File: src/design/tcb_pkg.sv
/*
  shared TCB widths and types for the two-port memory subsystem
  addresses are byte addresses, word aligned (low two bits zero)
  response delay is fixed, no other delay is supported
*/

package tcb_pkg;

  //////////////////////////////////////////////////
  // bus widths
  //////////////////////////////////////////////////

  // byte address width
  localparam int unsigned ADR_W = 10;
  // data word width
  localparam int unsigned DAT_W = 32;
  // byte lanes per word
  localparam int unsigned BEN_W = DAT_W / 8;

  // cycles from accepted request to response
  localparam int unsigned RSP_DLY = 1;

  //////////////////////////////////////////////////
  // types
  //////////////////////////////////////////////////

  // byte address, low two bits must be zero
  typedef logic [ADR_W-1:0] adr_t;
  // data word
  typedef logic [DAT_W-1:0] dat_t;
  // byte enables, one per lane
  typedef logic [BEN_W-1:0] ben_t;

  // which port got the last grant
  typedef enum logic {
    own_p0,
    own_p1
  } arb_owner_e;

endpackage

File: src/design/tcb_if.sv
/*
  TCB point-to-point link, no clock inside
  transfer when vld and rdy are both high
  response signals valid RSP_DLY cycles after the transfer
*/

`timescale 1ns/100ps

interface tcb_if;
  import tcb_pkg::*;

  // request, manager side
  logic vld;
  logic wen;
  adr_t adr;
  ben_t ben;
  dat_t wdt;

  // handshake and response, subordinate side
  logic rdy;
  dat_t rdt;
  logic err;
  logic rsp_vld;

  // manager drives the request
  modport man (
    output vld, wen, adr, ben, wdt,
    input  rdy, rdt, err, rsp_vld
  );

  // subordinate drives ready and response
  modport sub (
    input  vld, wen, adr, ben, wdt,
    output rdy, rdt, err, rsp_vld
  );

endinterface

File: src/design/tcb_arbiter.sv
/*
  round-robin arbiter, two TCB managers onto one subordinate
  grant and rdy are combinational, port 0 wins the first contest
  writes from a port with WR_MASK bit clear reach memory with no lanes
  and return err high, response is routed to the issuing port
*/

`timescale 1ns/100ps

module tcb_arbiter #(
  parameter logic [1:0] WR_MASK = 2'b01
) (
  input  logic tcb_clk,
  input  logic rst_n,
  tcb_if.sub   man_p0,
  tcb_if.sub   man_p1,
  tcb_if.man   sub
);
  import tcb_pkg::*;

  arb_owner_e last_own;  // last granted port
  arb_owner_e sel;       // port granted this cycle
  arb_owner_e rsp_own;   // owner of the response in flight
  logic       rsp_err;   // in-flight response is a masked write
  logic       masked;    // selected request is a forbidden write
  logic       trn;

  //////////////////////////////////////////////////
  // grant
  //////////////////////////////////////////////////

  // single requester wins, on a tie the one that did not own last
  always_comb begin
    if (man_p0.vld && man_p1.vld) begin
      sel = (last_own == own_p0) ? own_p1 : own_p0;
    end else if (man_p1.vld) begin
      sel = own_p1;
    end else begin
      sel = own_p0;
    end
  end

  // request mux toward memory
  always_comb begin
    sub.vld = man_p0.vld | man_p1.vld;
    if (sel == own_p1) begin
      sub.wen = man_p1.wen;
      sub.adr = man_p1.adr;
      sub.wdt = man_p1.wdt;
      masked  = man_p1.wen & ~WR_MASK[1];
      // forbidden write keeps memory as it is
      sub.ben = masked ? '0 : man_p1.ben;
    end else begin
      sub.wen = man_p0.wen;
      sub.adr = man_p0.adr;
      sub.wdt = man_p0.wdt;
      masked  = man_p0.wen & ~WR_MASK[0];
      sub.ben = masked ? '0 : man_p0.ben;
    end
  end

  // loser sees rdy low and holds
  assign man_p0.rdy = sub.rdy & (sel == own_p0);
  assign man_p1.rdy = sub.rdy & (sel == own_p1);

  assign trn = sub.vld & sub.rdy;

  //////////////////////////////////////////////////
  // owner and response tracking
  //////////////////////////////////////////////////

  always_ff @(posedge tcb_clk or negedge rst_n) begin
    if (!rst_n) begin
      last_own <= own_p1;
      rsp_own  <= own_p0;
      rsp_err  <= 1'b0;
    end else if (trn) begin
      last_own <= sel;
      rsp_own  <= sel;
      rsp_err  <= masked;
    end
  end

  // steer memory response to the issuing port
  assign man_p0.rsp_vld = sub.rsp_vld & (rsp_own == own_p0);
  assign man_p1.rsp_vld = sub.rsp_vld & (rsp_own == own_p1);
  assign man_p0.rdt     = (rsp_own == own_p0) ? sub.rdt : '0;
  assign man_p1.rdt     = (rsp_own == own_p1) ? sub.rdt : '0;
  assign man_p0.err     = man_p0.rsp_vld & (rsp_err | sub.err);
  assign man_p1.err     = man_p1.rsp_vld & (rsp_err | sub.err);

  //////////////////////////////////////////////////
  // checks
  //////////////////////////////////////////////////

  // memory answers exactly RSP_DLY after each transfer
  a_rsp_dly: assert property (@(posedge tcb_clk) disable iff (!rst_n)
    sub.rsp_vld |-> $past(trn, RSP_DLY));

  // stalled request gets the grant in the next cycle
  a_gnt_hold_p0: assert property (@(posedge tcb_clk) disable iff (!rst_n)
    (man_p0.vld && !man_p0.rdy) |=> (!man_p0.vld || man_p0.rdy));

  a_gnt_hold_p1: assert property (@(posedge tcb_clk) disable iff (!rst_n)
    (man_p1.vld && !man_p1.rdy) |=> (!man_p1.vld || man_p1.rdy));

endmodule

File: src/flat_wrapper.sv
// flat-port wrapper written by rule: the top's interface ports become plain ports
module tcb_arbiter_flat import tcb_pkg::*;
#(
  parameter logic [1:0] WR_MASK = 2'b01
)
  (tcb_clk, rst_n, man_p0_vld, man_p0_wen, man_p0_adr, man_p0_ben, man_p0_wdt, man_p0_rdy, man_p0_rdt, man_p0_err, man_p0_rsp_vld, man_p1_vld, man_p1_wen, man_p1_adr, man_p1_ben, man_p1_wdt, man_p1_rdy, man_p1_rdt, man_p1_err, man_p1_rsp_vld, sub_vld, sub_wen, sub_adr, sub_ben, sub_wdt, sub_rdy, sub_rdt, sub_err, sub_rsp_vld);
  tcb_if man_p0_i ();
  tcb_if man_p1_i ();
  tcb_if sub_i ();
  input  logic tcb_clk;
  input  logic rst_n;
  input wire logic [$bits(man_p0_i.vld)-1:0] man_p0_vld;
  input wire logic [$bits(man_p0_i.wen)-1:0] man_p0_wen;
  input wire logic [$bits(man_p0_i.adr)-1:0] man_p0_adr;
  input wire logic [$bits(man_p0_i.ben)-1:0] man_p0_ben;
  input wire logic [$bits(man_p0_i.wdt)-1:0] man_p0_wdt;
  output wire logic [$bits(man_p0_i.rdy)-1:0] man_p0_rdy;
  output wire logic [$bits(man_p0_i.rdt)-1:0] man_p0_rdt;
  output wire logic [$bits(man_p0_i.err)-1:0] man_p0_err;
  output wire logic [$bits(man_p0_i.rsp_vld)-1:0] man_p0_rsp_vld;
  input wire logic [$bits(man_p1_i.vld)-1:0] man_p1_vld;
  input wire logic [$bits(man_p1_i.wen)-1:0] man_p1_wen;
  input wire logic [$bits(man_p1_i.adr)-1:0] man_p1_adr;
  input wire logic [$bits(man_p1_i.ben)-1:0] man_p1_ben;
  input wire logic [$bits(man_p1_i.wdt)-1:0] man_p1_wdt;
  output wire logic [$bits(man_p1_i.rdy)-1:0] man_p1_rdy;
  output wire logic [$bits(man_p1_i.rdt)-1:0] man_p1_rdt;
  output wire logic [$bits(man_p1_i.err)-1:0] man_p1_err;
  output wire logic [$bits(man_p1_i.rsp_vld)-1:0] man_p1_rsp_vld;
  output wire logic [$bits(sub_i.vld)-1:0] sub_vld;
  output wire logic [$bits(sub_i.wen)-1:0] sub_wen;
  output wire logic [$bits(sub_i.adr)-1:0] sub_adr;
  output wire logic [$bits(sub_i.ben)-1:0] sub_ben;
  output wire logic [$bits(sub_i.wdt)-1:0] sub_wdt;
  input wire logic [$bits(sub_i.rdy)-1:0] sub_rdy;
  input wire logic [$bits(sub_i.rdt)-1:0] sub_rdt;
  input wire logic [$bits(sub_i.err)-1:0] sub_err;
  input wire logic [$bits(sub_i.rsp_vld)-1:0] sub_rsp_vld;
  assign man_p0_i.vld = man_p0_vld;
  assign man_p0_i.wen = man_p0_wen;
  assign man_p0_i.adr = man_p0_adr;
  assign man_p0_i.ben = man_p0_ben;
  assign man_p0_i.wdt = man_p0_wdt;
  assign man_p0_rdy = man_p0_i.rdy;
  assign man_p0_rdt = man_p0_i.rdt;
  assign man_p0_err = man_p0_i.err;
  assign man_p0_rsp_vld = man_p0_i.rsp_vld;
  assign man_p1_i.vld = man_p1_vld;
  assign man_p1_i.wen = man_p1_wen;
  assign man_p1_i.adr = man_p1_adr;
  assign man_p1_i.ben = man_p1_ben;
  assign man_p1_i.wdt = man_p1_wdt;
  assign man_p1_rdy = man_p1_i.rdy;
  assign man_p1_rdt = man_p1_i.rdt;
  assign man_p1_err = man_p1_i.err;
  assign man_p1_rsp_vld = man_p1_i.rsp_vld;
  assign sub_vld = sub_i.vld;
  assign sub_wen = sub_i.wen;
  assign sub_adr = sub_i.adr;
  assign sub_ben = sub_i.ben;
  assign sub_wdt = sub_i.wdt;
  assign sub_i.rdy = sub_rdy;
  assign sub_i.rdt = sub_rdt;
  assign sub_i.err = sub_err;
  assign sub_i.rsp_vld = sub_rsp_vld;
  tcb_arbiter #(.WR_MASK(WR_MASK)) u_core (.tcb_clk(tcb_clk), .rst_n(rst_n), .man_p0(man_p0_i), .man_p1(man_p1_i), .sub(sub_i));
endmodule
File: config.mk
export PLATFORM = sky130hd
export DESIGN_NAME = tcb_arbiter_flat
export DESIGN_NICKNAME = d
export VERILOG_FILES = /design/src/design/tcb_pkg.sv /design/src/design/tcb_if.sv /design/src/design/tcb_arbiter.sv /design/src/flat_wrapper.sv
export SDC_FILE = /design/constraint.sdc
export NUM_CORES = 1
export LEC_CHECK = 0
export ABC_CLOCK_PERIOD_IN_PS = 3300
export BUFFER_PORTS_ARGS = -buffer_cell sky130_fd_sc_hd__buf_2
export CAP_MARGIN = 20
export CELL_PAD_IN_SITES_DETAIL_PLACEMENT = 0
export CELL_PAD_IN_SITES_GLOBAL_PLACEMENT = 2
export CORE_MARGIN = 4
export CORE_UTILIZATION = 10
export DETAILED_ROUTE_END_ITERATION = 12
export GPL_TIMING_DRIVEN = 0
export PLACE_DENSITY_LB_ADDON = 0.1
export REMOVE_ABC_BUFFERS = 1
export SYNTH_ARGS = -nofsm -noshare
export SYNTH_HDL_FRONTEND = slang
export SYNTH_SLANG_ARGS = --single-unit
File: constraint.sdc
create_clock -name tcb_clk -period 3.3 [get_ports tcb_clk]
set_clock_uncertainty 0.1 [all_clocks]
set_input_delay 0.33 -clock tcb_clk [delete_from_list [all_inputs] [get_ports tcb_clk]]
set_output_delay 0.33 -clock tcb_clk [all_outputs]
set_load 0.03 [all_outputs]
After elaboration in Yosys (flattened, before gate mapping)
Index checks and enable logic that the tools add are counted.
Storage, ports and cells
  bits in registers: 3
  bits in latches: 0
  memory bits (writable): 0
  ROM bits: 0
  input port bits: 133
  output and inout bits: 118
  word-level logic and storage cells: 26
  memories kept: 0
Cells by class
  add/subtract/negate cells: 0
  multipliers: 0
  divide/modulo/power cells: 0
  $lt $le $gt $ge: 0
  equality and inequality tests: 0
  shift operators: 0
  muxes and demuxes: 11
  bitwise operators: 11
  reductions and logical operators: 1
Operators by type and width (count)
  $mux W32: 3
  $mux W10: 1
  $mux W4: 2
  $and A1 B1 Y1: 7
  $mux W1: 5
  $not A1 Y1: 2
  $or A1 B1 Y1: 2
  $logic_and A1 B1 Y1: 1

Longest topological paths before layout
Gate-level depths: netlist (run 1).
  depth in word-level cells: 4
  depth in mapped cells: 4
  mapped depth without buffers: 2

Worst setup path after synthesis (run 1)
OpenSTA, ideal clock, no wires.
  kind: reg2out
  start: register u_core.rsp_own
  end: output man_p0_err
  arrival: 1.395 ns
  data required time: 2.870 ns
  setup slack: 1.475 ns
  stages on the path, launching flop included: 3
  buffers on the path: 0
  path through: dfrtp_1 nor2b_1 nor2b_1
Between the ends
  word-level cells in the longest chain between the ends: 3
RTL lines
  start, declared: RTL line tcb_arbiter.sv:23  | arb_owner_e rsp_own;
  start signal, assigned: RTL line tcb_arbiter.sv:75  | rsp_own <= own_p0;
  start signal, assigned: RTL line tcb_arbiter.sv:79  | rsp_own <= sel;
  $not A1 Y1: RTL line tcb_arbiter.sv:85  | assign man_p0.rsp_vld = sub.rsp_vld & (rsp_own == own_p0);
  $and A1 B1 Y1: RTL line tcb_arbiter.sv:85
  via man_p0_rsp_vld: RTL line flat_wrapper.sv:20  | output wire logic [$bits(man_p0_i.rsp_vld)-1:0] man_p0_rsp_vld;
  $and A1 B1 Y1: RTL line tcb_arbiter.sv:89  | assign man_p0.err = man_p0.rsp_vld & (rsp_err | sub.err);
  end, declared: RTL line flat_wrapper.sv:19  | output wire logic [$bits(man_p0_i.err)-1:0] man_p0_err;
The timed path passes the listed nets, and every way through them passes these cells.

Worst setup path in the final report (run 1)
  start: register u_core.last_own
  end: output sub_wdt[16]
Between the ends
  word-level cells in the longest chain between the ends: 3
RTL lines
  start, declared: RTL line tcb_arbiter.sv:21  | arb_owner_e last_own;
  start signal, assigned: RTL line tcb_arbiter.sv:74  | last_own <= own_p1;
  start signal, assigned: RTL line tcb_arbiter.sv:78  | last_own <= sel;
  $mux W1: RTL line tcb_arbiter.sv:35  | sel = (last_own == own_p0) ? own_p1 : own_p0;
  $mux W1: RTL line tcb_arbiter.sv:34  | if (man_p0.vld && man_p1.vld) begin
  $mux W32: RTL line tcb_arbiter.sv:46  | if (sel == own_p1) begin
  end, declared: RTL line flat_wrapper.sv:34  | output wire logic [$bits(sub_i.wdt)-1:0] sub_wdt;
No other way between the ends.

==> flow_metrics.py, run 1 <==
metrics = {
    "run_status": {
        "status": "finished clean",
    },
    "drt": {
        "detail_route.first_pass.iterations": 3,
        "final_antenna_violating_net_count": 0,
        "detail_route.wl_per_cell_um": 13.3,
        "detail_route.drc_violations": 0,
        "drt-vias-per-instance": 3.70,
        "route.vias.total": 1990,
        "detailedRoute.firstIterationViolations": 19,
        "routed_wirelength_um": 7180,
    },
    "synth": {
        "netlist_area_um2": 1220,
        "syn-mean-instance-area_um2": 8.35,
        "ys_ff_latch": 3,
        "synth.lib_cells_used.distinct": 17,
        "yosysSeqAreaShare_pct": 6.26,
        "synth.yosys.warnings": 0,
        "synthesis.instances": 146,
    },
    "critical_path": {
        "critical_path.endpoint_type": "output port",
        "worst_setup_path_start_kind": "flop",
        "arrival_time_of_the_worst_setup_path_ps": 2120,
        "cp_cell_sequence": "a21boi_4 -> buf_16 -> mux2_2 -> buf_2",
        "critPathMaxStageDelay_ps": 710,
        "worst-path-max-fanout": 25,
        "worst_ep_required_time_ps": 2870,
        "timing.setup.critical_path_class": "flop to output port",
        "crit_path_top_delay_cell": "a21boi_4",
    },
    "timing": {
        "rsz0062_at_grt": "false",
        "timing_max_transition_violations_final": 0,
        "final_period_minus_worst_setup_slack_ps": 2550,
        "timing_worst_slew_pin_value_ps": 905,
        "max_transition_margin_pct": 39.6,
        "max_freq_mhz": 393,
        "fin_crit_sh_pct": 77.2,
        "hold-worst-slack_ps": 333,
        "report.final.setup_viol": 0,
        "final_hold_viol_count": 0,
    },
    "layout": {
        "fillCellCount": 1375,
        "mostFrequentLayoutCells": "buf_2 (250), mux2_2 (47), nor2b_1 (40)",
        "finish.utilization_pct": 22.6,
        "layout.cells.most_common": "buf_2",
        "share_of_final_layout_standard_cells_stronger_than_drive_strength_1_pct": 78.5,
        "area_growth_pct": 122,
        "nets": 524,
    },
    "grt": {
        "pin_count_of_the_biggest_net_entering_global_routing": 68,
        "grt_first_pass_wirelength_um": 10400,
        "grt_antenna_before_repair": 3,
        "globalRouteTotalUtil_pct": 9.16,
        "global_route.overflow_total": 0,
        "number_of_global_route_vias_before_repair": 1994,
    },
    "flow_run": {
        "drv_cap": 0,
    },
    "cts": {
        "cts-root-buf": "clkbuf_16",
        "number_of_gates_resized_after_cts": 0,
        "cts_inserted_buffers": 3,
        "cts_buffer_depth": 2,
        "clock_insertion_delay_at_the_later_pin_of_the_skew_report_ps": 220,
        "clock_sinks": 3,
        "tritoncts": "done",
        "h-tree-depth": 1,
        "post-cts-setup-buffer-count": 0,
        "path_clk_slew_ps": 30,
    },
    "placed_design": {
        "io_buffer_count": 250,
        "placer_s_final_routability_congestion_estimate": 0.712,
        "dp_hpwl_um": 6440,
    },
    "hold_path": {
        "hold_path_class": "primary input to asynchronous set/reset pin",
    },
    "die": {
        "core_area_um2": 12000,
        "top_level_ports": 251,
        "floorplan.initialDensity_pct": 10.2,
        "die_x_um": 118,
        "die_area_um2": 14000,
        "floorplan.rows": 40,
        "die_height_um": 118,
    },
    "pwr": {
        "totalPowerFinal_mw": 0.945,
        "peakVddDrop_mv": 0.138,
        "power.static_leakage_nw": 1.53,
        "power.density_cell_area_nw_per_um2": 349,
    },
}
## worst paths after layout
| kind | slack, ps | depth (start not counted) | endpoint | start |
|---|---|---|---|---|
| min in group tcb_clk | 340 | 3 | u_core.rsp_own | sub_rdy |
| max in group asynchronous | 2570 | 2 | u_core.last_own | rst_n |
| min reg2reg | 400 | 1 | u_core.rsp_err | u_core.rsp_err |
| min | 330 | 2 | u_core.rsp_err | rst_n |
| max | 750 | 4 | sub_wdt[16] | u_core.last_own |
| max reg2reg | 1960 | 1 | u_core.rsp_own | u_core.rsp_own |
## stage by stage
step           setup TNS [ps]  area (um^2)  worst slack, ps  instances
6_report                    0         2710              752        538
5_1_grt                     0         2710              646        538
4_1_cts                     0         2700              692        537
3_5_place_dp                0         2610              847        532
3_3_place_gp            -8520         2580             -205        531
2_1_floorplan               0         1140              592        134
## registers in the layout, indices dropped and copies added (netlist names)
register	cells
u_core.rsp_err	1
u_core.rsp_own	1
u_core.last_own	1
## routing by layer
metal  track usage [%]  share of wire (%)  vias to the layer above  wire, um
li1                  -                  -                      974         -
met1              9.04                 33                      822      2400
met2              16.6                 47                      177      3390
met3              5.12                 17                       13      1210
met4              2.32                2.0                        4       144
met5                 0               0.56                        -        40
## report_power, final
part	internal, mW	switching, mW	total [mW]
sequential	0.0429	0.0307	0.0736
clock	0.160	0.0340	0.194
combinational	0.251	0.427	0.678
## what timing repair did
item	in CTS	in global routing
endpoints found under the hold margin	3	0
setup endpoints to repair	0	0
hold buffers	1	0
## area by class of cell
type | count | area (um^2) | area share, %
Clock buffer | 4 | 78.8 | 2.91
Timing Repair Buffer | 252 | 1290 | 47.6
Sequential cell | 3 | 77.6 | 2.87
Tap cell | 147 | 184 | 6.80
Antenna cell | 1 | 2.50 | 0.0925
Multi-Input combinational cell | 131 | 1070 | 39.7
## cells in the mapped netlist (all sizes together)
cell type	count	share of area (%)
mux2	48	45
nor2b	40	21
nand2	2	0.62
dfrtp	2	4.1
o21ai	1	0.41
dfstp	1	2.2
a21boi	1	0.92
a32o	1	0.82
nor2	1	0.31
or2	1	0.51
and2	35	18
a22o	1	0.72
buf	5	4.0
clkbuf	7	2.3
## logic make-up (layout without fill, tap and decap cells)
| family | count (synthesis) | in the layout | share of synthesized area (%) |
|---|---|---|---|
| and+or+nand+nor | 79 | 79 | 39.9 |
| muxes | 48 | 48 | 44.7 |
| buffers and inverters | 12 | 256 | 6.26 |
| AOI/OAI and AO/OA | 4 | 4 | 2.87 |
| DFF | 3 | 3 | 6.26 |
| other | 0 | 1 | 0 |
## critical path: cells and delay by family (launching register included)
family	cells	cell delay (ps)
DFF	1	380
muxes	1	360
buffers and inverters	2	430
AOI/OAI and AO/OA	1	710
No activity file was read; power rests on OpenSTA's default activity.
==> run 2: changes to the inputs <==
ABC_AREA = 1   (was unset)
ABC_CLOCK_PERIOD_IN_PS = 2600   (was 3300)
clock period = 2.6 ns   (was 3.3 ns; I/O delays follow)
==> flow_metrics.py, run 2 <==
metrics = {
    "timing": {
        "max_transition_margin_pct": 59.5,
        "setup-tns-final_ps": 0,
        "rsz0062_at_grt": "false",
        "timing_max_transition_violations_final": 0,
        "timing_worst_slew_pin_value_ps": 607,
        "max_freq_mhz": 416,
        "setup_slack_of_the_critical_path_after_layout_ps": 197,
        "final_period_minus_worst_setup_slack_ps": 2400,
        "report.final.setup_viol": 0,
        "final_hold_viol_count": 0,
        "fin_crit_sh_pct": 92.4,
    },
    "pwr": {
        "power.density_cell_area_nw_per_um2": 428,
        "power.static_leakage_nw": 2.17,
        "totalPowerFinal_mw": 1.19,
        "peakVddDrop_mv": 0.182,
    },
    "critical_path": {
        "reg2reg_to": "u_core.rsp_err",
        "worst_r2r_startpoint": "u_core.last_own",
        "worst_path_dominant_cell_family": "simple AND/OR/NAND/NOR gates",
        "worst_ep_required_time_ps": 2240,
        "cp_cell_sequence": "nand2_1 -> nand2_4 -> inv_4 -> nor2_1 -> buf_2",
        "worst-path-max-fanout": 57,
        "worstRegToRegCells": 5,
        "critPathMaxStageDelay_ps": 520,
        "worst_setup_path_start_kind": "flop",
        "crit_path_top_delay_cell": "dfstp_2",
        "timing.setup.critical_path_class": "flop to output port",
        "reg2reg_setup_slack_ps": 1100,
        "critical_path.endpoint_type": "output port",
        "arrival_time_of_the_worst_setup_path_ps": 2040,
        "timing.critical_path.buf_inv": 2,
    },
    "drt": {
        "detailedRoute.firstIterationViolations": 63,
        "detail_route.drc_violations": 0,
        "detail_route.first_pass.iterations": 4,
        "detail_route.wl_per_cell_um": 10.7,
        "route.vias.total": 2506,
        "final_antenna_violating_net_count": 0,
        "routed_wirelength_um": 7720,
        "drt-vias-per-instance": 3.46,
    },
    "cts": {
        "clock_sinks": 3,
        "cts_buffer_depth": 2,
        "clock_insertion_delay_at_the_later_pin_of_the_skew_report_ps": 220,
        "h-tree-depth": 1,
        "cts-root-buf": "clkbuf_16",
        "path_clk_slew_ps": 30,
        "tritoncts": "done",
        "post-cts-setup-buffer-count": 0,
        "cts_inserted_buffers": 3,
    },
    "synth": {
        "synth.lib_cells_used.distinct": 11,
        "post_synth_top_cells": "nand2_1 (174), inv_1 (69), nor2_1 (40)",
        "portion_of_synthesized_cell_area_occupied_by_the_leading_cell_type_pct": 49.7,
        "post-synth-top-area-cell": "nand2_1",
        "synth_edf_count": 0,
        "synth.area.top_cells": "nand2_1 (50%), inv_1 (20%), nor2_1 (11%), buf_2 (4.9%), buf_6 (4.3%)",
        "yosys.cell_count.top_type": "nand2_1",
        "syn-mean-instance-area_um2": 4.17,
        "yosysSeqAreaShare_pct": 5.80,
        "netlist_area_um2": 1320,
        "ys_ff_latch": 3,
        "synth.yosys.warnings": 0,
        "synth_ff_type": "dfrtp_1",
        "async_reset_ff_share_pct": 100,
        "synthesis.instances": 315,
    },
    "placed_design": {
        "dp_worst_setup_slack_ps": -270,
        "io_buffer_count": 250,
        "dp_hpwl_um": 6640,
        "placer_s_final_routability_congestion_estimate": 0.708,
    },
    "grt": {
        "global_route.overflow_total": 0,
        "grt_first_pass_wirelength_um": 11000,
        "pin_count_of_the_biggest_net_entering_global_routing": 58,
        "number_of_global_route_vias_before_repair": 2278,
        "grt_antenna_before_repair": 0,
        "globalRouteTotalUtil_pct": 8.98,
    },
    "die": {
        "die_area_um2": 15000,
        "die_x_um": 123,
        "floorplan.rows": 41,
        "core_area_um2": 12700,
        "top_level_ports": 251,
        "die_height_um": 123,
        "floorplan.initialDensity_pct": 10.3,
    },
    "layout": {
        "layout.cells.most_common": "buf_2",
        "share_of_final_layout_standard_cells_stronger_than_drive_strength_1_pct": 46.7,
        "area_growth_pct": 111,
        "reg.largest.list": "u_core.last_own x1, u_core.rsp_err x1, u_core.rsp_own x1",
        "fillCellCount": 1555,
        "nets": 687,
        "diode_count": 0,
        "mostFrequentLayoutCells": "buf_2 (250), nand2_1 (174), inv_1 (69)",
    },
    "flow_run": {
        "drv_cap": 0,
    },
    "hold_path": {
        "hold_path_class": "primary input to asynchronous set/reset pin",
    },
    "run_status": {
        "status": "finished clean",
    },
}
==> run 2: cell types whose count changed after synthesis, moves of 13 or more <==
cell | before | now
buf_2 | 0 | 13
nor2_1 | 1 | 40
mux2_2 | 47 | 0
inv_1 | 0 | 69
and2_1 | 35 | 0
nand2_1 | 2 | 174
nor2b_1 | 40 | 0
==> run 2: what timing repair did <==
item,4_1_cts,5_1_grt
hold endpoints to repair,3,0
resized for setup,2,0
endpoints found under the setup margin,43,0
hold buffers,1,0
==> run 2: cell type report <==
type | count | area [um^2] | area share [%]
sequential | 3 | 77.6 | 2.79
multi-input combinational | 224 | 860 | 30.9
tap | 172 | 215 | 7.75
clock buffer | 4 | 78.8 | 2.84
inverter | 70 | 265 | 9.55
timing repair buffer | 252 | 1280 | 46.1
==> run 2: cells by family (layout without fill, tap and decap cells) <==
logic type,Yosys count,in the layout,synth area share [%]
simple gates,216,216,61.9
buf+inv,88,326,29.2
flops,3,3,5.80
compound gates,8,8,3.04
==> run 2: layer usage <==
layer / track usage [%] / wire length [um] / vias up
met4: 2.17 / 153 / 0
met5: 0 / 0 / -
li1: - / - / 1346
met1: 8.73 / 2630 / 976
met2: 17.1 / 3680 / 174
met3: 4.10 / 1260 / 10
==> run 2: how the worst max path moves through the flow <==
| stage | startpoint | end | slack, ps | depth (start not counted) |
|---|---|---|---|---|
| after floorplan | u_core.last_own | man_p0_rdy | 280 | 4 |
| after global placement | u_core.last_own | sub_wdt[31] | -240 | 6 |
| after detailed placement | u_core.last_own | man_p0_rdy | -270 | 5 |
| after CTS | u_core.last_own | man_p0_rdy | 130 | 5 |
| after global routing | u_core.last_own | sub_wdt[1] | 7 | 6 |
| final | u_core.last_own | man_p0_rdy | 200 | 5 |
==> run 2: through the flow <==
stage | util (%) | std cells | hold slack (ps) | cell area, um^2
2_1_floorplan | - | 297 | -136 | 1190
3_3_place_gp | 20.9 | 719 | -43.2 | 2660
3_5_place_dp | 21.1 | 720 | -43.7 | 2680
4_1_cts | 21.8 | 725 | 281 | 2780
5_1_grt | 21.8 | 725 | 295 | 2780
6_report | 21.8 | 725 | 275 | 2780
==> run 2: where the power goes <==
part / internal, mW / switching [mW] / total, mW
clock network: 0.202 / 0.0402 / 0.242
logic: 0.263 / 0.610 / 0.873
registers: 0.0544 / 0.0180 / 0.0724
total: 0.520 / 0.668 / 1.19
